<file path="src/rtl/arcade_pkg.sv">
/*
 * Sizes, key codes and bit positions shared by the arcade glue blocks.
 * Modules import this package inside their body where they need it.
 */
package arcade_pkg;

	// game rom store
	localparam int rom_addr_w = 15;
	localparam int rom_depth = 32768;

	// core audio sample width
	localparam int audio_w = 8;

	// menu status word
	localparam int status_reset = 0;
	localparam int status_rotate = 2;
	localparam int status_menu_reset = 6;

	// joystick bits as delivered by the menu controller
	localparam int joy_right = 0;
	localparam int joy_left = 1;
	localparam int joy_down = 2;
	localparam int joy_up = 3;
	localparam int joy_fire = 4;
	localparam int joy_bomb = 5;

	/* PS/2 set 2 scan codes, without the extended prefix.
	   The arrow keys share their codes with the keypad digits. */
	localparam logic [7:0] key_up = 8'h75;
	localparam logic [7:0] key_down = 8'h72;
	localparam logic [7:0] key_left = 8'h6B;
	localparam logic [7:0] key_right = 8'h74;
	localparam logic [7:0] key_coin = 8'h76;	// esc
	localparam logic [7:0] key_one_player = 8'h05;	// f1
	localparam logic [7:0] key_two_players = 8'h06;	// f2
	localparam logic [7:0] key_fire = 8'h29;	// space
	localparam logic [7:0] key_bomb = 8'h11;	// alt

endpackage
</file>
<file path="src/rtl/key_decoder.sv">
/*
 * Turns PS/2 make and break events into held button levels.
 * Each strobe updates at most one button; unknown codes are ignored.
 */
`timescale 1ns/1ps

module key_decoder (
	input  logic clk_sys,
	input  logic arst_n,
	input  logic key_strobe,
	input  logic key_pressed,
	input  logic [7:0] key_code,
	output logic kb_up,
	output logic kb_down,
	output logic kb_left,
	output logic kb_right,
	output logic kb_fire,
	output logic kb_bomb,
	output logic coin,
	output logic one_player,
	output logic two_players
);

	import arcade_pkg::*;

	always_ff @(posedge clk_sys or negedge arst_n) begin
		if (!arst_n) begin
			kb_up <= 1'b0;
			kb_down <= 1'b0;
			kb_left <= 1'b0;
			kb_right <= 1'b0;
			kb_fire <= 1'b0;
			kb_bomb <= 1'b0;
			coin <= 1'b0;
			one_player <= 1'b0;
			two_players <= 1'b0;
		end else if (key_strobe) begin
			case (key_code)
				key_up: kb_up <= key_pressed;
				key_down: kb_down <= key_pressed;
				key_left: kb_left <= key_pressed;
				key_right: kb_right <= key_pressed;
				key_fire: kb_fire <= key_pressed;
				key_bomb: kb_bomb <= key_pressed;
				key_coin: coin <= key_pressed;
				key_one_player: one_player <= key_pressed;
				key_two_players: two_players <= key_pressed;
				default: ;	// not a game key
			endcase
		end
	end

endmodule

</file>
<file path="config.mk">
export PLATFORM = sky130hd
export DESIGN_NAME = key_decoder
export DESIGN_NICKNAME = d
export VERILOG_FILES = /design/src/rtl/arcade_pkg.sv /design/src/rtl/key_decoder.sv
export SDC_FILE = /design/constraint.sdc
export NUM_CORES = 1
export LEC_CHECK = 0
export CAP_MARGIN = 20
export CORE_AREA = 2 2 39 41
export DETAILED_ROUTE_END_ITERATION = 12
export DIE_AREA = 0 0 41 43
export DONT_BUFFER_PORTS = 1
export SETUP_SLACK_MARGIN = 0.3
export SYNTH_ARGS = -nofsm -noshare
export SYNTH_HDL_FRONTEND = slang
export SYNTH_SLANG_ARGS = --single-unit
</file>
<file path="constraint.sdc">
create_clock -name clk_sys -period 1.5 [get_ports clk_sys]
set_input_delay 0.15 -clock clk_sys [delete_from_list [all_inputs] [get_ports clk_sys]]
set_output_delay 0.15 -clock clk_sys [all_outputs]
set_load 0.005 [all_outputs]
</file>
After elaboration in Yosys (flattened, before gate mapping). Index checks and enable logic that the tools add are counted.

Equality and inequality tests: 9. Reduce and logical (&&, ||, !) cells: 9.

Operator list (count): 8-bit by 7-bit equality test with 1-bit output, second input constant (5); 2-bit AND reduction (9); 8-bit by 3-bit equality test with 1-bit output, second input constant (2); 8-bit by 5-bit equality test with 1-bit output, second input constant (1); 8-bit by 6-bit equality test with 1-bit output, second input constant (1).

Register bits: 9. Logic and storage cells: 27.

Longest topological paths before layout.
Word-level depth: 2. Gate-level depth with buffers: 3. Depth with buffers taken out: 3.

Least setup slack after synthesis. No wires, ideal clock.

Path type: input to register. Start point: input key_code[5]. End point: register kb_bomb. Library setup time: 127 ps. Data arrival time: 844 ps. Required time: 1373 ps. Slack: 529 ps. Stages on the path: 3. Buffers on the path: 0. Cell sequence: nor4b_1 nand4_1 mux2_1.

Word-level cells in the longest chain between the ends: 2.

Ends and longest elaborated chain: start: declaration (RTL line key_decoder.sv:12) `input logic [7:0] key_code,`; 8-bit by 5-bit equality test with 1-bit output (RTL line key_decoder.sv:38) `case (key_code)`; 2-bit AND reduction (no source line); end signal: assignment (RTL line key_decoder.sv:44) `key_bomb: kb_bomb <= key_pressed;`; end: declaration (RTL line key_decoder.sv:18) `output logic kb_bomb,`.

Every way passes these cells. A chain may end at the register's enable or synchronous reset.

Worst setup path after layout.
Start point: input key_pressed. End point: register kb_down.

RTL lines: start: declaration (RTL line key_decoder.sv:11) `input logic key_pressed,`; end signal: assignment (RTL line key_decoder.sv:40) `key_down: kb_down <= key_pressed;`; end: declaration (RTL line key_decoder.sv:14) `output logic kb_down,`.

No word-level cell between the ends.

==> impl_metrics.yaml <==
outcome:
  status: "completed"
timing:
  max_freq_ghz: 1.21
  slew_headroom: 0.736
  slew_violations: 0
  worst_slack_ns: 0.672
  timing.hold.ws_ns: 0.0228
  setup_violations: 0
  clock_skew_ns: 0
  hold_viol: 0
  tns_ns: 0
  post-route-period-util: 0.552
  finalCriticalPeriod_ns: 0.828
  worst_pin_slew_ns: 0.394
  rsz0062_at_grt: "no"
layout:
  final_cell_area_sq_um: 529
  final_cell_mix: "mux2_1, dfrtp_1, nand3_1"
  multi_input_area_sq_um: 238
  layout-drive-gt1-share: 0.0909
  seq_area_sq_um: 225
  fill_cells: 146
  final_nets: 57
  syn_to_final_growth_pct: 14.3
  utilization: 0.382
  diodes: 0
route:
  via_per_inst: 5.77
  drc: 0
  drtIter0Drc: 9
  vias: 346
  wl_per_cell_microns: 17.7
  ant_nets: 0
  drt_first_pass_iters: 4
  drt_wl_total_microns: 1060
flow_run:
  max-cap-violations: 0
synth:
  ys_ff_latch: 9
  syn_area_sq_um: 463
  syn_inst: 38
  ys_seq_area_frac: 0.486
  yosysUniqueCellTypes: 12
  synth_warnings: 0
  syn-num-nets: 50
  syn_area_per_cell_sq_um: 12.2
floorplan:
  start_util: 0.335
  dieWidth_microns: 41
  die-height_microns: 43
  num_rows: 14
  io_pins: 21
  core_sq_um: 1380
  die_area_sq_um: 1760
cts:
  cts_buffers: 3
  clockBufferDepth: 2
  cts_root_buffer: "clkbuf_4"
  cts_setup_buffers: 0
  cts_tree: "yes"
  cts.repair.resized: 0
  clkLatencyLatePin_ns: 0.26
  htree_num_levels: 1
  clk_pin_slew_worst_paths_ns: 0.06
  clock-sinks: 9
  holdBufCountCts: 1
worst_setup_path:
  cp_max_fo: 9
  r2r_start: "coin"
  slowest_stage: "dlygate4sd3_1"
  cp_data_required_time_ns: 1.64
  max_stage_delay_ns: 0.54
  worstPathCellList: "dlygate4sd3_1, mux2_1"
  cp_top_family: "buffers and inverters"
  start_kind: "input port"
  worstSetupPathType: "input port to flip-flop"
  crit_buf_inv: 1
  cp.arrival_ns: 0.97
  cp-end-kind: "flip-flop"
  setup.worst_path.start: "key_pressed"
hold_path:
  min_from: "key_pressed"
  hold_class: "input port to flip-flop"
grt:
  grt_pass1_wl_microns: 1680
  grt_usage: 0.150
  grt_pass1_vias: 384
  antenna_found_initial: 0
  grt_max_degree: 10
  grt-ovfl-total: 0
power_and_ir_drop:
  power_density_nw_per_um2: 914
  ir_worst_vdd_v: 0.000350
  p_leak_nw: 0.249
place:
  dp_slack_ns: 0.454
  portBuffers: 0
  place_area_sq_um: 483
  detailed_place_hpwl_microns: 820
  gp_congestion: 0.667
final timing paths:
| kind | end | slack, ns | cells past startpoint |
|---|---|---|---|
| min in group asynchronous | kb_down | 0.25 | 1 |
| hold / removal | kb_fire | 0.02 | 1 |
| hold reg to reg | kb_down | 0.53 | 1 |
| setup / recovery | kb_down | 0.67 | 2 |
| setup reg to reg | coin | 0.68 | 1 |
| max in group asynchronous | two_players | 0.97 | 1 |
final cells by class:
cell class	count	share of cell area
tap	16	0.0378
timing repair buffer	2	0.0378
multi-input combinational	29	0.449
clock buffer	4	0.0496
sequential	9	0.426
metrics by stage:
stage	power, mW	cells
CTS	0.489	59
floorplan	0.286	38
global placement	0.291	54
finish	0.484	60
global route	0.521	60
detailed placement	0.292	54
state kept, by name (all words and copies together) (netlist names):
signal,flops
kb_fire,1
kb_down,1
kb_up,1
one_player,1
kb_left,1
two_players,1
coin,1
kb_bomb,1
kb_right,1
per-layer routing:
metal	global-route usage	vias to the layer above	share of wire
li1	-	157	-
met1	0.145	174	0.33
met2	0.234	15	0.57
met3	0.0890	0	0.10
met4	0.0800	0	0
met5	0	-	0
logic make-up after synthesis:
group / share of synthesized area
simple gates: 0.295
mux: 0.219
flops: 0.486
power breakdown:
group	internal [mW]	switching, mW	total (mW)
Clock	0.103	0.0853	0.188
Sequential	0.254	0.00896	0.263
Combinational	0.0175	0.0150	0.0325
cells in the mapped netlist:
library cell	instances	area (sq um)
and2b_1	1	7.51
and3b_1	1	8.76
and4b_1	2	20.0
and4bb_1	1	12.5
dfrtp_1	9	225
mux2_1	9	101
nand3_1	6	30.0
nand4_1	3	18.8
nor2_1	3	11.3
nor2b_1	1	6.26
nor4_2	1	12.5
nor4b_1	1	8.76
Power figures use the tool's default switching activity.
