===== src/rtl/audio_dac.sv =====
/*
 * First-order sigma-delta DAC with a one-bit output for an RC filter.
 * Density of ones on dac_bit is sample / 2**dac_w.
 */
`timescale 1ns/1ps

module audio_dac #(
	parameter int dac_w = 16
) (
	input  logic clk_sys,
	input  logic arst_n,
	input  logic [dac_w-1:0] sample,
	output logic dac_bit
);

	logic [dac_w:0] acc;	// top bit is the carry

	// carry is dropped before the next add, the residue stays
	always_ff @(posedge clk_sys or negedge arst_n) begin
		if (!arst_n) begin
			acc <= '0;
		end else begin
			acc <= {1'b0, acc[dac_w-1:0]} + {1'b0, sample};
		end
	end

	assign dac_bit = acc[dac_w];

endmodule


===== config.mk =====
export PLATFORM = sky130hd
export DESIGN_NAME = audio_dac
export DESIGN_NICKNAME = d
export VERILOG_FILES = /design/src/rtl/audio_dac.sv
export SDC_FILE = /design/constraint.sdc
export NUM_CORES = 1
export LEC_CHECK = 0
export ABC_AREA = 1
export BUFFER_PORTS_ARGS = -buffer_cell sky130_fd_sc_hd__clkbuf_2
export CAP_MARGIN = 10
export CORE_ASPECT_RATIO = 0.6
export CORE_MARGIN = 2
export CORE_UTILIZATION = 39
export CTS_CLUSTER_DIAMETER = 200
export DETAILED_ROUTE_END_ITERATION = 6
export HOLD_SLACK_MARGIN = 0.08
export SETUP_SLACK_MARGIN = 0.5
export SYNTH_ARGS = -nofsm -noshare
export SYNTH_HDL_FRONTEND = slang
export SYNTH_SLANG_ARGS = --single-unit

===== constraint.sdc =====
create_clock -name clk_sys -period 2.1 [get_ports clk_sys]
set_clock_uncertainty 0.2 [all_clocks]
set_input_delay 0.21 -clock clk_sys [delete_from_list [all_inputs] [get_ports clk_sys]]
set_output_delay 0.21 -clock clk_sys [all_outputs]
set_load 0.005 [all_outputs]

; After elaboration in Yosys (flattened, before gate mapping)
; Cells that the tools add are included.
[totals]
inputBits = 18
word_cells = 2
out_inout_bits = 1
reg_bits = 17
[op_classes]
n_addsub = 1
[ops]
columns = op, count
row1 = 16-bit by 16-bit adder with 17-bit output, 1

; Logic depth before layout (Yosys ltp)
[depth]
depth_word = 1
ltp_mapped = 10
mapped_depth_nobuf = 10

; Least setup slack after synthesis
; OpenSTA, ideal clock, no wires.
[synth_path]
path_type = reg-to-reg
startpoint = register acc[0]
endpoint = register acc[8]
synth_period_minus_slack_ns = 1.750
slack_ns = 0.350
setup_time_ns = 0.125
path_stages_with_launch = 9
path_buffers = 0
t_required_ns = 1.775
arrival_ns = 1.425
cell_sequence = dfrtp_1 -> ha_1 -> fa_1 -> nand2_1 -> nand2_1 -> and2_4 -> nand2_1 -> nand2_1 -> xor2_1
[synth_between]
elab_chain_len = 1
[synth_lines]
columns = element, line_no
row1 = from (decl), 16  ; logic [dac_w:0] acc;
row2 = from (signal assigned), 23  ; acc <= {1'b0, acc[dac_w-1:0]} + {1'b0, sample};
row3 = 16-bit by 16-bit adder with 17-bit output, 23
; No other way between the ends.

; Worst setup path after layout
[layout_path]
startpoint = register acc[0]
endpoint = register acc[14]
; Same word-level chain as after synthesis.

==> summary.txt <==
Worst setup path
  – Critical path type: register to register
  – CP dominant cell by count: nand2_1
  – Critical path endpoint category: register
  – Worst path top cell family by delay: simple AND/OR/NAND/NOR gates
  – CP Launch Type: register
  – Slowest CP cell: dfrtp_1
  – CP Cell Sequence: ha_2, fa_2, nand2_2, nand2_2, nand3b_1, nand2_2, nand2_1, nand2_1, nand2_1, nand2_1
  – Data required time of the worst path: 2.05 ns
  – CP peak stage delay: 0.37 ns
  – Worst Path Buf+Inv: 0
  – Critical path arrival: 1.73 ns
  – Critical-path maximum fanout: 3

Synthesis
  – XOR/XNOR share of the synthesized area: 4.38%
  – Adder-Cell Fraction of Synth Area: 15.7%
  – Largest family of logic cells by synthesized area: simple AND/OR/NAND/NOR gates
  – Register area share after synthesis: 30.4%
  – Count of cell types in the netlist: 21
  – Cell area after synthesis: 1400 sq um
  – Synth Area in Compound Gates: 3.04%
  – Syn avg cell area: 6.96 sq um
  – Syn_nets: 236
  – Share of the synthesized area in the top cell type: 30.4%
  – Post-Synth Simple-Gate Area: 36.2%
  – Synth top area cells: dfrtp_1 30%, nand2_1 21%, ha_1 14%, inv_1 9.4%, xor2_1 3.8%
  – Post-synth top area cell: dfrtp_1
  – Cell count after synthesis: 201
  – FF+latch count, synth: 17
  – Syn. warnings: 0
  – Multiplexer share of the synthesized area: 0%

Power
  – Switching power of the nets: 1360 uW
  – PnR Total Power: 2920 uW
  – Combinational group share of total power: 69.9%
  – Sequential share of power: 21.3%
  – Total leakage power: 0.00102 uW
  – Power share of the clock group: 8.8%
  – Sw Share: 46.5%
  – Internal power: 1560 uW
  – VDD IR max: 0.640 mV
  – Cell Pwr Density: 1530 nW/um^2

Floorplan
  – I/O pins: 19
  – Starting Density: 41.8%
  – Die area: 4100 sq um
  – Die Y-Extent: 50.4 microns
  – Core ar.: 3340 sq um
  – Core Rows: 16
  – Die W: 81.3 microns

STA
  – RSZ-0062 raised after global routing: yes
  – Post-Route Setup TNS: 0 ns
  – Final hold violations: 0
  – Final worst setup slack: 0.324 ns
  – Final worst-path cycle share: 84.6%
  – Fmax achieved: 563 MHz
  – Max-slew violations: 0
  – Worst-Margin Slew: 0.445 ns
  – # setup viols final: 0
  – Relative slew slack: 70.3%
  – Fin crit period: 1.78 ns

Cells and area
  – Register bank with the most flops: acc
  – Syn-to-layout area delta: 36.7%
  – Multi-input logic area: 1090 sq um
  – Register Area: 425 sq um
  – Flip-flop count of the largest register after layout: 17
  – Number of fill cells: 312
  – Util after Layout: 57.2%
  – Biggest regs: acc (17)
  – Diodes inserted: 0
  – Nets: 266
  – Share of cells above drive strength 1: 36.1%

Global routing
  – First-pass GRT wire length: 5060 microns
  – Vias in the first global route: 1097
  – GRT Total Usage: 16.9%
  – Initial antenna violation count: 0
  – Global route overflow: 0
  – Largest net degree at the start of global routing: 18

Clock network
  – Maximum clock path buffer count: 2
  – CTS root buf: clkbuf_8
  – CTS buffer count: 3
  – Clock transition at path regs: 0.07 ns
  – CTS tree: built
  – H-tree levels: 1
  – CTS Sinks: 17
  – Worst-skew pair later-pin latency: 0.26 ns

Routing
  – DR pass1 iterations: 4
  – # DRC: 0
  – Post-DR wirelength/cell: 11.6 microns
  – Vias: 1251
  – Vias per inst: 4.55
  – Final ANT Viol Nets: 0
  – Initial DRC Count: 68
  – WL final: 3180 microns

Outcome
  – Status: finished, final reports clean

Placed design
  – Detailed placer's ending HPWL: 2470 microns
  – Place WS: 0.311 ns
  – Count of buffers from port buffering: 18
  – RePlAce Congestion: 0.761

Hold path
  – Hold Crit Class: input port to register

Flow run
  – Max-cap violations: 0
power by group through the flow:
| stage | Clock, uW | Sequential, uW | Combinational, uW |
|---|---|---|---|
| finish | 257 | 622 | 2040 |
| global route | 286 | 638 | 2290 |
| CTS | 265 | 603 | 1690 |
| detailed placement | 0 | 580 | 1520 |
| global placement | 0 | 575 | 1500 |
| floorplan | 0 | 561 | 1210 |
routing by layer:
metal  GRT usage [%]  vias to the layer above  part of all wire [%]
met1            27.8                      549                    57
li1                -                      667                     -
met4            5.08                        0                   1.8
met5               0                        -                     0
met3            4.68                        5                   4.5
met2            20.4                       30                    37
worst register-to-register path: cells and delay by family (launching register included):
kind	cells	cell delay, ns
adder cells (fa/ha/maj)	2	0.54
AND/OR/NAND/NOR	8	0.56
flip-flops	1	0.37
metrics by stage:
stage	cells	cell area [sq um]	hold WS [ns]
after floorplan	201	1410	-0.286
after global placement	264	1560	-0.0186
after detailed placement	264	1560	-0.0219
after CTS	271	1730	0.0878
after global routing	275	1910	0.0903
final	275	1910	0.0881
worst paths after layout:
check                            from  endpoint  slack [ns]  cells after the start
setup / recovery               acc[0]   acc[14]        0.32                     10
hold / removal             sample[15]   acc[16]        0.09                      4
setup reg to reg               acc[0]   acc[14]        0.32                     10
hold reg to reg               acc[15]   acc[16]        0.39                      3
max in group asynchronous      arst_n   acc[11]        1.17                      2
min in group asynchronous      arst_n   acc[15]        0.23                      2
cells in the mapped netlist:
library cell	number
nand2_1	77
inv_1	35
dfrtp_1	17
ha_1	16
nor2_1	9
nand2_2	8
nand3_1	8
a21oi_1	7
xor2_1	6
inv_2	3
nor3_2	3
nand3b_1	2
or2_1	2
and2_4	1
fa_1	1
nand3_2	1
nand4_1	1
nor2_2	1
nor3_1	1
o21bai_1	1
xnor2_1	1
placed cells by master, fill, tap and decap left out, types with 2 or more instances in the layout:
cell type and count:
dfrtp_1 17, inv_1 34, inv_2 4, ha_1 2, ha_4 11, nand2_1 60, clkbuf_2 18, clkbuf_8 3
xor2_1 6, nand2_2 19, a21oi_1 5, ha_2 3, nor3_2 3, nand3_2 2, nand2_4 6, nor2_1 8
nand3b_1 2, nand3_1 6, buf_4 5, dlygate4sd3_1 2
repair_timing:
action / in CTS / in global routing
hold endpoints to repair: 18 / 0
hold buffers: 2 / 0
buffers inserted: 1 / 4
gates resized for setup: 15 / 33
pin swaps: 2 / 17
endpoints found under the setup margin: 12 / 13
cell families (layout without fill, tap and decap cells):
logic type | after synthesis | after routing
AOI/OAI and AO/OA | 8 | 8
buffers and inverters | 38 | 67
adders and majority gates | 17 | 17
DFF | 17 | 17
and+or+nand+nor | 114 | 114
xor gates and xnor gates | 7 | 7
final cells by class:
class | count | share of cell area [%]
tap | 45 | 2.95
clock buffer | 3 | 2.16
clock inverter | 1 | 0.262
inverter | 38 | 7.46
sequential | 17 | 22.3
multi-input combinational | 146 | 57.2
timing repair buffer | 25 | 7.72
Note: power is estimated with default switching activity, not from simulation.
