===== src/rtl/video_out.sv =====
/*
 * Blanks and widens the core's 2-3-3 colour to 6 bits per channel.
 * Syncs pass through the same register stage as the colours.
 */
`timescale 1ns/1ps

module video_out (
	input  logic clk_sys,
	input  logic arst_n,
	input  logic [1:0] r,
	input  logic [2:0] g,
	input  logic [2:0] b,
	input  logic hs,
	input  logic vs,
	input  logic blankn,
	output logic [5:0] vga_r,
	output logic [5:0] vga_g,
	output logic [5:0] vga_b,
	output logic vga_hs,
	output logic vga_vs
);

	always_ff @(posedge clk_sys or negedge arst_n) begin
		if (!arst_n) begin
			vga_r <= '0;
			vga_g <= '0;
			vga_b <= '0;
			vga_hs <= 1'b0;
			vga_vs <= 1'b0;
		end else begin
			if (blankn) begin
				vga_r <= {r, r, r};	// repeat so full scale stays full scale
				vga_g <= {g, g};
				vga_b <= {b, b};
			end else begin
				vga_r <= '0;
				vga_g <= '0;
				vga_b <= '0;
			end
			vga_hs <= hs;
			vga_vs <= vs;
		end
	end

endmodule


===== config.mk =====
export PLATFORM = sky130hd
export DESIGN_NAME = video_out
export DESIGN_NICKNAME = d
export VERILOG_FILES = /design/src/rtl/video_out.sv
export SDC_FILE = /design/constraint.sdc
export NUM_CORES = 1
export LEC_CHECK = 0
export BUFFER_PORTS_ARGS = -buffer_cell sky130_fd_sc_hd__buf_2
export CORE_AREA = 5 5 42 44
export CTS_CLUSTER_SIZE = 40
export DETAILED_ROUTE_END_ITERATION = 16
export DIE_AREA = 0 0 47 49
export GPL_TIMING_DRIVEN = 1
export PLACE_DENSITY = 0.7
export SYNTH_ARGS = -nofsm -noshare
export SYNTH_HDL_FRONTEND = slang
export SYNTH_SLANG_ARGS = --single-unit

===== constraint.sdc =====
create_clock -name clk_sys -period 0.8 [get_ports clk_sys]
set_clock_uncertainty 0.15 [all_clocks]
set_input_delay 0.08 -clock clk_sys [delete_from_list [all_inputs] [get_ports clk_sys]]
set_output_delay 0.08 -clock clk_sys [all_outputs]
set_load 0.03 [all_outputs]

# Yosys cells after proc, flatten, opt, wreduce, memory -nomap -nowiden
# Index checks and enable logic that the tools add are counted.
# op_classes
n_mux	3
# op_table
cell	count
$mux W6	3
# totals
inputBits	13
wordCells	8
output_inout_bits	20
reg_bits	20

# Logic depth before layout (Yosys ltp)
# Gate-level depths: netlist of run 1.
# depth
depth_word	1
ltp_mapped	1
depth_no_buf	1

# Worst setup path after synthesis of run 1
# Ideal clock, no wire load.
# synth_timing
path_type	reg-to-output
startpoint	register, netlist name vga_r[4]
endpoint	output port vga_r[2]
t_arrival_ps	722
stages_incl_launch_ff	2
n_path_buf	1
required_time_ps	570
setup_slack_ps	-152
path_cell_list	dfrtp_1 -> buf_4
# synth_lines
element	line_no	source
end, declared	16	output logic [5:0] vga_r,

==> qor.txt, run 1 <==
CTS Root Cell: clkbuf_4
Final GP Congestion: 0.5906
Largest net degree at the start of global routing: 11
Final #Nets: 71
Pint: 862.7 uW
Post-synth cell types: 3
Post-synth EDFFs: 0
Clock edge transition at the registers on the reported setup and hold paths: 0.06 ns
Maximum fanout along the worst path: 3
Max-slew violation count: 0
Ys Warns: 0
Die Y: 49 um
Min Hold Slack: -0.1151 ns
Setup TNS: -4.712 ns
Sw Ratio: 0.2661
Clock power frac: 0.279
Worst Tran Pin Value: 0.2038 ns
Total grt overflow: 0
Die area: 0.002303 mm2
Final worst setup slack: -0.2624 ns
Drt wl/cell: 10.64 um
Placed instance area: 490.5 um2
Failing checks: negative hold slack, negative setup slack
Sequential share of the synthesized area: 0.6667
Initial antenna violation count: 0
Cell Area, Synth: 375.4 um2
Avg Cell Area, Syn: 13.41 um2
H-tree depth: 1
Crit-path cells: buf_6
Vias in the first global route: 284
Share of cells above drive strength 1: 0.7544
Combinational cell fraction of total power: 0.245
Top-area cell type share of the netlist area: 0.6667
I/O Buffers: 32
Slew HR: 0.8641
Hold WC Path Type: in -> reg
LEAKAGE: 0.0003337 uW
Final instance area: 671.9 um2
CP Class: reg -> out
RSZ-0062 raised after global routing: yes
Postcts setup bufs: 0
DRT Wirelength: 777 um
CTS Hold Bufs: 3
Max incr delay on CP: 0.43 ns
Initial cell density of the core: 0.2679
Site Rows: 14
Fmax: 0.9413 GHz
Syn Nets: 41
Critical path's slowest cell: dfrtp_2
VDD IR max: 960.9 uV
MaxCap Viol Count: 0
Antenna Nets Post-Route: 0
Residual DRC: 0
Net Switching: 312.8 uW
Cells after Synth: 28
GRT Util Overall: 0.07566
Yosys reg bits: 10
Pwr dens: 1750 mW/mm2
CP bufs+invs: 1
Clock sinks: 10
CP endpoint kind: output port
Die width: 47 um
Min cycle time layout: 1.062 ns
Core Util, Final: 0.4795
Via count: 276
Fin crit share: 1.328
Setup violators final: 20
Average vias per placed instance: 3.781
Share of power burned in registers: 0.476
1st-iter DRT viols: 5
CORE AREA: 0.001401 mm2
Main area contributors after synthesis: dfrtp_1 67%, buf_4 20%, and2_1 13%
Hold Vio Cnt, Final: 8
Total CTS buffers: 3
# IOs: 33
Antenna Cells: 0
Critical Path AT: 0.83 ns
Top FF cell, synth: dfrtp_1
Clk buf depth: 2
First-pass GRT wire length: 1.186 mm
Biggest area consumer among synthesized cells: dfrtp_1
CP Launch Type: flop
CTS tree: built
Ys async rst share: 1.000
Drt first pass iters: 2
Worst endpoint required time: 0.57 ns
Synth top cells by count: 10 x buf_4, 10 x dfrtp_1, 8 x and2_1
Layout fillers: 121
Crit-path leading delay family: flip-flops
Status: finished with violations
Area grow syn2layout: 79.00%
## power groups by stage
stage	clock network [uW]	registers (uW)	logic (uW)
6_report	328	559	288
5_1_grt	364	562	304
4_1_cts	350	558	286
3_5_place_dp	0	554	216
3_3_place_gp	0	553	215
2_1_floorplan	0	616	121
## final cells by class
type | instances | area [um2] | area share
Tap cell | 16 | 20.02 | 0.02980
Multi-Input combinational cell | 8 | 50.05 | 0.07449
Timing Repair Buffer | 35 | 315.3 | 0.4693
Clock buffer | 4 | 26.28 | 0.03911
Sequential cell | 10 | 260.3 | 0.3873
## kinds of logic after synthesis
logic type,after synthesis,synth area share
buf+inv,10,0.2000
flops,10,0.6667
simple gates,8,0.1333
## per-stage QoR
step           cells  power, uW  setup WS [ns]
2_1_floorplan     28      737.2       -0.06197
3_3_place_gp      66      768.1        0.01284
3_5_place_dp      66      770.1       0.004715
4_1_cts           73       1193        -0.2700
5_1_grt           73       1230        -0.2886
6_report          73       1176        -0.2624
## registers in the layout, summed over array words and instances (netlist names)
| signal | cells |
|---|---|
| vga_b | 3 |
| vga_g | 3 |
| vga_hs | 1 |
| vga_r | 2 |
| vga_vs | 1 |
## placed cells by master, fill, tap and decap left out, drive strengths merged
cell type	count
dfrtp	10
and2	8
clkbuf	4
buf	32
dlygate4sd3	3
## path summary, 6_finish.rpt
| check | from | endpoint | slack, ns | depth (start not counted) |
|---|---|---|---|---|
| max | vga_r[4]$_DFF_PN0_ | vga_r[0] | -0.26 | 1 |
| min | g[0] | vga_g[3]$_DFF_PN0_ | -0.12 | 2 |
| max in group asynchronous | arst_n | vga_b[2]$_DFF_PN0_ | 0.25 | 2 |
| min in group asynchronous | arst_n | vga_b[4]$_DFF_PN0_ | 0.05 | 2 |
## layer usage
| metal | vias to the layer above | track usage | wire [um] |
|---|---|---|---|
| met4 | 0 | 0.05530 | 0 |
| met1 | 130 | 0.05734 | 194 |
| met2 | 15 | 0.1380 | 489 |
| met3 | 0 | 0.02952 | 94 |
| met5 | - | 0 | 0 |
| li1 | 131 | - | - |
## repair_timing
action	in CTS	in global routing
hold endpoints to repair	20	8
resized for setup	38	2
setup endpoints to repair	20	20
gates cloned	0	0
Note: power is estimated with default switching activity, not from simulation.
==> run 2: changes to the inputs <==
BUFFER_PORTS_ARGS = -buffer_cell sky130_fd_sc_hd__buf_4   (was -buffer_cell sky130_fd_sc_hd__buf_2)
PLACE_DENSITY = default   (was 0.7)
PLACE_DENSITY_LB_ADDON = 0.12   (was default)
==> qor.txt, run 2 (synthesis results as in run 1) <==
Combinational cell fraction of total power: 0.251
CORE AREA: 0.001401 mm2
LEAKAGE: 0.0003422 uW
Critical path's slowest cell: dfrtp_2
Commonest cells after routing, fill and taps aside: 18 x buf_6, 14 x buf_4, 8 x and2_1, 8 x dfrtp_2
Antenna Nets Post-Route: 0
Via count: 289
Final #Nets: 71
First-pass GRT wire length: 1.352 mm
Failing checks: negative hold slack, negative setup slack
RSZ-0062 raised after global routing: yes
Share of power burned in registers: 0.462
Antenna Cells: 0
Fmax: 0.9389 GHz
CTS Root Cell: clkbuf_4
Net Switching: 328.3 uW
Initial cell density of the core: 0.2679
Total grt overflow: 0
Max-slew violation count: 0
CP Launch Type: flop
Area grow syn2layout: 85.00%
1st-iter DRT viols: 0
Worst hold path depth: 2
Average vias per placed instance: 3.959
Residual DRC: 0
Die width: 47 um
Die Y: 49 um
Crit-path cells: buf_4
Pint: 876.5 uW
CP endpoint kind: output port
Drt wl/cell: 12.21 um
Hold Crit Start: b[1]
Min Hold Slack: -0.1184 ns
Worst Tran Pin Value: 0.1309 ns
Initial antenna violation count: 0
Maximum fanout along the worst path: 3
Slew HR: 0.9127
Total CTS buffers: 3
# IOs: 33
Final GP Congestion: 0.5836
MaxCap Viol Count: 0
Hold Path End: vga_b[4]$_DFF_PN0_
CTS tree: built
I/O Buffers: 32
Crit-path leading delay family: flip-flops
Critical Path AT: 0.84 ns
Clock power frac: 0.287
H-tree depth: 1
Postcts setup bufs: 0
Clk buf depth: 2
Worst endpoint required time: 0.57 ns
Clock edge transition at the registers on the reported setup and hold paths: 0.06 ns
Pwr dens: 1735 mW/mm2
Largest net degree at the start of global routing: 11
Sw Ratio: 0.2725
VDD IR max: 1072 uV
Max incr delay on CP: 0.41 ns
Hold WC Path Type: in -> reg
CP Class: reg -> out
Setup TNS: -4.809 ns
Setup violators final: 20
Die area: 0.002303 mm2
CP bufs+invs: 1
GRT Util Overall: 0.08470
DRT Wirelength: 891 um
Share of cells above drive strength 1: 0.7544
Status: finished with violations
Vias in the first global route: 332
Largest regs: vga_b: 3 flops, vga_g: 3 flops, vga_r: 2 flops
Most common cell after layout, fill and taps aside: buf_6
Clock sinks: 10
CTS Hold Bufs: 3
Hold Vio Cnt, Final: 8
Fin crit share: 1.331
Site Rows: 14
Final worst setup slack: -0.2651 ns
Drt first pass iters: 1
Min cycle time layout: 1.065 ns
==> run 2: changes by cell type in the layout (fill, tap and decap cells not counted) <==
cell	change
buf_6	-2
buf_4	+14
buf_2	-12
==> run 2: worst max-delay path by stage <==
stage                     cells after the start  slack, ns                from       end
after floorplan                               1      -0.06  vga_r[4]$_DFF_PN0_  vga_r[2]
after global placement                        1       0.02  vga_r[4]$_DFF_PN0_  vga_r[0]
after detailed placement                      1      0.005  vga_r[3]$_DFF_PN0_  vga_r[5]
after CTS                                     1      -0.28  vga_r[3]$_DFF_PN0_  vga_r[5]
after global routing                          1      -0.30  vga_r[3]$_DFF_PN0_  vga_r[3]
final                                         1      -0.27  vga_r[4]$_DFF_PN0_  vga_r[4]
==> run 2: repair_timing <==
| item | 4_1_cts | 5_1_grt |
|---|---|---|
| endpoints found under the setup margin | 20 | 20 |
| cloned | 0 | 0 |
| gates resized for setup | 17 | 1 |
| endpoints found under the hold margin | 20 | 8 |
==> run 2: layout make-up <==
cell class                 count  area, um2
fill                         136      706.9
sequential                    10      260.3
clock buffer                   4      26.28
tap                           16      20.02
timing repair buffer          35      337.8
multi-input combinational      8      50.05
==> run 2: metal layers <==
layer,part of all wire,vias to the layer above,track usage
li1,-,133,-
met1,0.28,138,0.07045
met2,0.61,18,0.1538
met3,0.11,0,0.04059
met4,0,0,0.04147
met5,0,-,0
==> run 2: power by group through the flow <==
stage / sequential (uW) / combinational [uW] / clock, uW
after floorplan: 616 / 121 / 0
after global placement: 556 / 262 / 0
after detailed placement: 558 / 266 / 0
after CTS: 557 / 305 / 370
after global routing: 560 / 318 / 399
final: 557 / 302 / 346
==> run 2: per-stage QoR <==
| step | setup WS [ns] | utilization | power, uW | area [um2] | cells |
|---|---|---|---|---|---|
| floorplan | -0.06197 | - | 737.2 | 422.9 | 28 |
| global placement | 0.01915 | 0.4071 | 818.1 | 570.5 | 66 |
| detailed placement | 0.004644 | 0.4071 | 824.0 | 570.5 | 66 |
| CTS | -0.2809 | 0.4929 | 1232 | 690.7 | 73 |
| global route | -0.3021 | 0.4955 | 1277 | 694.4 | 73 |
| finish | -0.2651 | 0.4955 | 1205 | 694.4 | 73 |
