## config.mk

```make
export PLATFORM = sky130hd
export DESIGN_NAME = control_mapper
export DESIGN_NICKNAME = d
export VERILOG_FILES = /design/src/rtl/arcade_pkg.sv /design/src/rtl/control_mapper.sv
export SDC_FILE = /design/constraint.sdc
export NUM_CORES = 1
export LEC_CHECK = 0
export ABC_AREA = 0
export BUFFER_PORTS_ARGS = -buffer_cell sky130_fd_sc_hd__buf_2
export CORE_AREA = 2 2 39 41
export CTS_BUF_LIST = sky130_fd_sc_hd__clkbuf_8
export DETAILED_ROUTE_END_ITERATION = 8
export DIE_AREA = 0 0 41 43
export MAX_ROUTING_LAYER = met4
export SYNTH_ARGS = -nofsm -noshare
export SYNTH_HDL_FRONTEND = slang
export SYNTH_SLANG_ARGS = --single-unit
```

## constraint.sdc

```tcl
create_clock -name clk_sys -period 0.93 [get_ports clk_sys]
set_input_delay 0.186 -clock clk_sys [delete_from_list [all_inputs] [get_ports clk_sys]]
set_output_delay 0.186 -clock clk_sys [all_outputs]
set_load 0.01 [all_outputs]
```

## src/rtl/arcade_pkg.sv

```systemverilog
/*
 * Sizes, key codes and bit positions shared by the arcade glue blocks.
 * Modules import this package inside their body where they need it.
 */
package arcade_pkg;

	// game rom store
	localparam int rom_addr_w = 15;
	localparam int rom_depth = 32768;

	// core audio sample width
	localparam int audio_w = 8;

	// menu status word
	localparam int status_reset = 0;
	localparam int status_rotate = 2;
	localparam int status_menu_reset = 6;

	// joystick bits as delivered by the menu controller
	localparam int joy_right = 0;
	localparam int joy_left = 1;
	localparam int joy_down = 2;
	localparam int joy_up = 3;
	localparam int joy_fire = 4;
	localparam int joy_bomb = 5;

	/* PS/2 set 2 scan codes, without the extended prefix.
	   The arrow keys share their codes with the keypad digits. */
	localparam logic [7:0] key_up = 8'h75;
	localparam logic [7:0] key_down = 8'h72;
	localparam logic [7:0] key_left = 8'h6B;
	localparam logic [7:0] key_right = 8'h74;
	localparam logic [7:0] key_coin = 8'h76;	// esc
	localparam logic [7:0] key_one_player = 8'h05;	// f1
	localparam logic [7:0] key_two_players = 8'h06;	// f2
	localparam logic [7:0] key_fire = 8'h29;	// space
	localparam logic [7:0] key_bomb = 8'h11;	// alt

endpackage
```

## src/rtl/control_mapper.sv

```systemverilog
/*
 * Merges keyboard and both joysticks into the core's control inputs.
 * rotate low selects the quarter-turn layout for a rotated monitor.
 */
`timescale 1ns/1ps

module control_mapper (
	input  logic clk_sys,
	input  logic arst_n,
	input  logic rotate,
	input  logic kb_up,
	input  logic kb_down,
	input  logic kb_left,
	input  logic kb_right,
	input  logic kb_fire,
	input  logic kb_bomb,
	input  logic [7:0] joystick_0,
	input  logic [7:0] joystick_1,
	output logic up,
	output logic down,
	output logic left,
	output logic right,
	output logic fire,
	output logic bomb
);

	import arcade_pkg::*;

	logic raw_up, raw_down, raw_left, raw_right;

	assign raw_up = kb_up | joystick_0[joy_up] | joystick_1[joy_up];
	assign raw_down = kb_down | joystick_0[joy_down] | joystick_1[joy_down];
	assign raw_left = kb_left | joystick_0[joy_left] | joystick_1[joy_left];
	assign raw_right = kb_right | joystick_0[joy_right] | joystick_1[joy_right];

	always_ff @(posedge clk_sys or negedge arst_n) begin
		if (!arst_n) begin
			{up, down, left, right, fire, bomb} <= '0;
		end else begin
			up <= rotate ? raw_up : raw_left;
			down <= rotate ? raw_down : raw_right;
			left <= rotate ? raw_left : raw_down;
			right <= rotate ? raw_right : raw_up;
			fire <= kb_fire | joystick_0[joy_fire] | joystick_1[joy_fire];	// never rotated
			bomb <= kb_bomb | joystick_0[joy_bomb] | joystick_1[joy_bomb];
		end
	end

endmodule

```

After elaboration in Yosys (flattened, before gate mapping)

Index checks and enable logic that the tools add are counted.
Widths: inputs -> output; s select.

Add/sub/neg operators: 0
$mul: 0
Divide/modulo/power cells: 0
Order comparisons: 0
Eq/ne operators: 0
Shift operators: 0
Muxes and demuxes: 4
Bitwise gates (word level): 12
Reductions and logical operators: 0

Operator list:

| kind       | number |
|---|---|
| $or 1x1->1 | 12 |
| $mux 1     | 4 |

Register bits: 6
Bits in latches: 0
RAM bits: 0
ROM bits: 0
Input port bits: 25
Word-level logic and storage cells: 22
Memories kept: 0

Logic depth before layout (Yosys ltp)

Gate-level depths: netlist of run 1.

Depth in word-level cells: 3
Mapped depth: 2
Mapped depth without buffers: 2

Worst setup path before layout of run 1

No wires, ideal clock.

Kind: input-to-reg
From: in joystick_0[5]
To: reg bomb
Setup time: 0.132 ns
Arrival: 0.530 ns
Required time: 0.798 ns
Path slack: 0.269 ns
Cell stages on the path: 1
Buffers on the path: 0
Path through: or3_1

Longest elaborated chain between the ends: 2

Ends and longest elaborated chain:

| element                  | line                 | RTL |
|---|---|---|
| start: declaration       | control_mapper.sv:17 | `input logic [7:0] joystick_0,` |
| $or 1x1->1 (2 in series) | control_mapper.sv:45 | `bomb <= kb_bomb \| joystick_0[joy_bomb] \| joystick_1[joy_bomb];` |
| end signal: assignment   | control_mapper.sv:45 |  |
| end: declaration         | control_mapper.sv:24 | `output logic bomb` |

Every way passes these cells.

Worst setup path after layout of run 1

From: reg bomb
To: out bomb

No word-level cell between the ends.

==> results of run 1 <==
## cell usage after synthesis
library cell and count:
dfrtp_1 6, mux2i_1 4, nor3_1 4, or3_1 2
clkbuf_2 1
## power by group
group          internal, uW  switching (uW)  leakage [uW]
clock network           277            97.5     0.0000216
registers               274            2.33     0.0000572
logic                  49.9            36.3      0.000126
total                   601             136      0.000205
## metal layers
layer,global-route usage,part of all wire
met1,0.0782,0.38
met2,0.116,0.38
met3,0.0628,0.19
met4,0.100,0.044
met5,-,0
## metrics by stage
step | utilization | cell area [um^2] | setup slack [ns] | power [uW]
floorplan | - | 228 | 0.269 | 307
global placement | 0.269 | 373 | 0.125 | 363
detailed placement | 0.269 | 373 | 0.0948 | 365
CTS | 0.307 | 424 | 0.0392 | 750
global route | 0.307 | 424 | 0.0203 | 774
finish | 0.307 | 424 | 0.0433 | 737
## final timing paths
check | from | endpoint | slack, ns
max | bomb$_DFF_PN0_ | bomb | 0.04
min | joystick_1[5] | bomb$_DFF_PN0_ | 0.17
min in group asynchronous | arst_n | left$_DFF_PN0_ | 0.32
max in group asynchronous | arst_n | bomb$_DFF_PN0_ | 0.47
## sequential cells by signal, indices dropped and copies added (netlist names)
name	flops
up	1
bomb	1
left	1
right	1
fire	1
down	1
## cell type report
cell class | instances | area (um^2)
Clock buffer | 3 | 41.3
Fill cell | 143 | 960
Multi-Input combinational cell | 10 | 72.6
Sequential cell | 6 | 150
Tap cell | 16 | 20.0
Timing Repair Buffer | 27 | 140
## cells by family (layout without fill, tap and decap cells)
| logic type | after synthesis | count (layout) | synth area share |
|---|---|---|---|
| flip-flops | 6 | 6 | 0.659 |
| multiplexers | 4 | 4 | 0.176 |
| AND/OR/NAND/NOR | 6 | 6 | 0.143 |
| buffers and inverters | 1 | 30 | 0.0220 |
## repair_timing
action,in CTS,in global routing
hold buffers,1,0
endpoints found under the hold margin,6,0
setup endpoints to repair,0,0
==> run summary, run 1 <==
Die ar.: 1760 um^2
DR iter-0 viols: 3
Worst-path fanout max: 1
WHS Path Cells: 2
Buf/Inv on CP: 1
Nets@finish: 73
Rows: 14
Num CTS Buffers: 3
Startpoint Class: flip-flop
Via count: 260
DRC Markers: 0
Worst Hold Class: input pin to flip-flop
Postcts setup bufs: 0
Detailed placer's ending HPWL: 552 um
Fin crit period: 0.887 ns
Seq/Total Area, Yosys: 0.659
Non-Filler Instances: 62
I/O pin total: 31
CTS sink count: 6
Most area-hungry cell type in the Yosys netlist: dfrtp_1
Leakage: 0.000205 uW
Max cap viols: 0
Max stage delay on crit path: 0.35 ns
Post-synth cell types: 5
Core area: 1380 um^2
RSZ-0062 raised after global routing: no
Synth top area cells: dfrtp_1 (66%), mux2i_1 (18%), nor3_1 (8.8%)
Hold Worst Slack: 0.169 ns
Post-synthesis cell count: 17
Top-area cell type share of the netlist area: 0.659
Count of endpoints failing setup in the final report: 0
H-tree Lvls: 1
First-pass GRT wire length: 869 um
Final Cycle Share: 0.953
Max Freq: 1130 MHz
Final hold vios: 0
Die width: 41 um
CTS-repair resized insts: 0
Max-slew headroom: 0.827
VDD IR-drop max: 362 uV
Worst slew pin tran: 0.257 ns
Overall Global Routing Usage: 0.0909
Yosys Warn Count: 0
Chip height: 43 um
WL final: 611 um
Critical path depth in cells: 1
CP max stage cell: dfrtp_1
Antenna diode count: 0
Starting density of the core: 0.165
FF+latch count, synth: 6
Grt ovf: 0
Final Slew Violations: 0
CTS tree: done
Critical-path cell list: buf_2
Avg Inst Size Synth: 13.4 um^2
Average wire per standard cell: 9.85 um
CP Data Arrival Time: 0.70 ns
Power Density: 1740 nW/um^2
Status: complete, no violations
Worst Setup Path Type: flip-flop to output pin
Routed Antenna Nets: 0
Cells after DPL: 58
Crit path max-delay family: flip-flops
Worst endpoint required time: 0.74 ns
Gp weighted congestion: 0.751
Maximum clock path buffer count: 2
Setup TNS: 0 ns
Layout overhead on the synthesized area: 86.3%
Layout cell share with drive strength beyond 1: 0.630
IO buf count: 26
Pre-Repair DR Iteration Count: 2
Clock-pin slew on the worst setup and hold paths: 0.03 ns
Clock root buffer: clkbuf_8
Most frequent cells in the layout: buf_2 (26), dfrtp_1 (6), nor3_1 (4), mux2i_1 (4), clkbuf_8 (3)
Synthesized net count: 42
Vias/cell: 4.19
Critical path capture point type: output pin
Commonest non-fill, non-tap cell in the layout: buf_2
Post-Synthesis Cell Area: 228 um^2
Largest net degree at the start of global routing: 7
Vias in the first global route: 247
Initial antenna violation count: 0
(Power assumes the default switching activity.)
==> inputs of run 2 (changes only) <==
==> constraint.sdc (replaced) <==
create_clock -name clk_sys -period 1.1 [get_ports clk_sys]
set_input_delay 0.22 -clock clk_sys [delete_from_list [all_inputs] [get_ports clk_sys]]
set_output_delay 0.22 -clock clk_sys [all_outputs]
set_load 0.01 [all_outputs]
==> run 2 against run 1 <==
  * Final cell count unchanged
  * Power decreased by 16%
  * Clock-buffer cell count unchanged
  * Clock power decreased by 16%
  * Worst hold slack improved by 0.035 ns
  * First-iteration DRC count decreased by 100%
  * Global-route usage decreased by 0.61 points
  * Sequential cell count unchanged
  * Routed wire length decreased by 3.9%
  * Critical endpoint unchanged
  * Largest power group unchanged
==> run summary, run 2 (same netlist as run 1, synthesis figures left out) <==
Status: complete, no violations
Largest net degree at the start of global routing: 7
Crit path max-delay family: flip-flops
VDD IR-drop max: 301 uV
CTS sink count: 6
Overall Global Routing Usage: 0.0848
Die ar.: 1760 um^2
Non-Filler Instances: 62
Via count: 242
Worst-path fanout max: 1
Total power: 622 uW
Max cap viols: 0
Fin crit period: 0.919 ns
Layout overhead on the synthesized area: 86.3%
CP Data Arrival Time: 0.70 ns
RSZ-0062 raised after global routing: no
H-tree Lvls: 1
Power Density: 1470 nW/um^2
WL final: 587 um
Detailed placer's ending HPWL: 543 um
Commonest non-fill, non-tap cell in the layout: buf_2
I/O pin total: 31
Die width: 41 um
Worst Setup Path Type: flip-flop to output pin
Leakage: 0.000205 uW
Starting density of the core: 0.165
IO buf count: 26
Routed Antenna Nets: 0
Grt ovf: 0
CP max stage cell: dfrtp_1
Vias/cell: 3.90
Pre-Repair DR Iteration Count: 1
Critical path capture point type: output pin
Critical-path cell list: buf_2
Max-slew headroom: 0.810
Cells after DPL: 58
Clock-pin slew on the worst setup and hold paths: 0.03 ns
Count of endpoints failing setup in the final report: 0
Setup TNS: 0 ns
Nets@finish: 73
Most frequent cells in the layout: buf_2 (26), dfrtp_1 (6), nor3_1 (4), mux2i_1 (4), clkbuf_8 (3)
Num CTS Buffers: 3
DRC Markers: 0
Average wire per standard cell: 9.47 um
Maximum clock path buffer count: 2
DP Worst Slack: 0.220 ns
Max stage delay on crit path: 0.35 ns
Post-route cell area: 424 um^2
Clock root buffer: clkbuf_8
Startpoint Class: flip-flop
CTS tree: done
Worst Hold Class: input pin to flip-flop
Postcts setup bufs: 0
Chip height: 43 um
Post-placement cell area: 373 um^2
Max Freq: 1090 MHz
Rows: 14
Initial antenna violation count: 0
Slack of the critical path: 0.181 ns
Gp weighted congestion: 0.751
Core area: 1380 um^2
Final hold vios: 0
Worst endpoint required time: 0.88 ns
Final Cycle Share: 0.836
Final Slew Violations: 0
Layout cell share with drive strength beyond 1: 0.630
DR iter-0 viols: 0
First-pass GRT wire length: 821 um
Worst slew pin tran: 0.283 ns
Buf/Inv on CP: 1
Antenna diode count: 0
Vias in the first global route: 225
run 2: cell counts in the layout (fill, tap and decap cells not counted):
Identical to the previous run, type by type.
run 2: repair_timing:
| item | CTS | global route |
|---|---|---|
| resized for setup | 0 | 0 |
| hold buffers | 1 | 0 |
| endpoints found under the hold margin | 6 | 0 |
| endpoints found under the setup margin | 0 | 0 |
run 2: worst paths after layout:
check                                  to  depth (start not counted)  slack (ns)      startpoint
setup / recovery                     bomb                          1        0.18  bomb$_DFF_PN0_
hold / removal             bomb$_DFF_PN0_                          2        0.20   joystick_1[5]
max in group asynchronous  bomb$_DFF_PN0_                          2        0.62          arst_n
min in group asynchronous  left$_DFF_PN0_                          2        0.35          arst_n
run 2: through the flow:
step,utilization,hold slack [ns]
global route,0.307,0.215
floorplan,-,-0.0756
finish,0.307,0.205
global placement,0.269,0.0442
detailed placement,0.269,0.0434
CTS,0.307,0.206
run 2: area by class of cell:
| type | count | area (um^2) |
|---|---|---|
| clock buffer | 3 | 41.3 |
| fill | 141 | 960 |
| sequential | 6 | 150 |
| multi-input combinational | 10 | 72.6 |
| tap | 16 | 20.0 |
| timing repair buffer | 27 | 140 |
run 2: where the power goes:
| group | internal [uW] | switching [uW] |
|---|---|---|
| combinational | 42.1 | 30.5 |
| sequential | 232 | 1.85 |
| clock | 234 | 81.5 |
run 2: layer usage:
layer / global-route usage / vias to the layer above / part of all wire
li1: - / 118 / -
met3: 0.0471 / 2 / 0.18
met4: 0.100 / 0 / 0.0085
met5: - / - / 0
met2: 0.103 / 27 / 0.40
met1: 0.0817 / 95 / 0.41
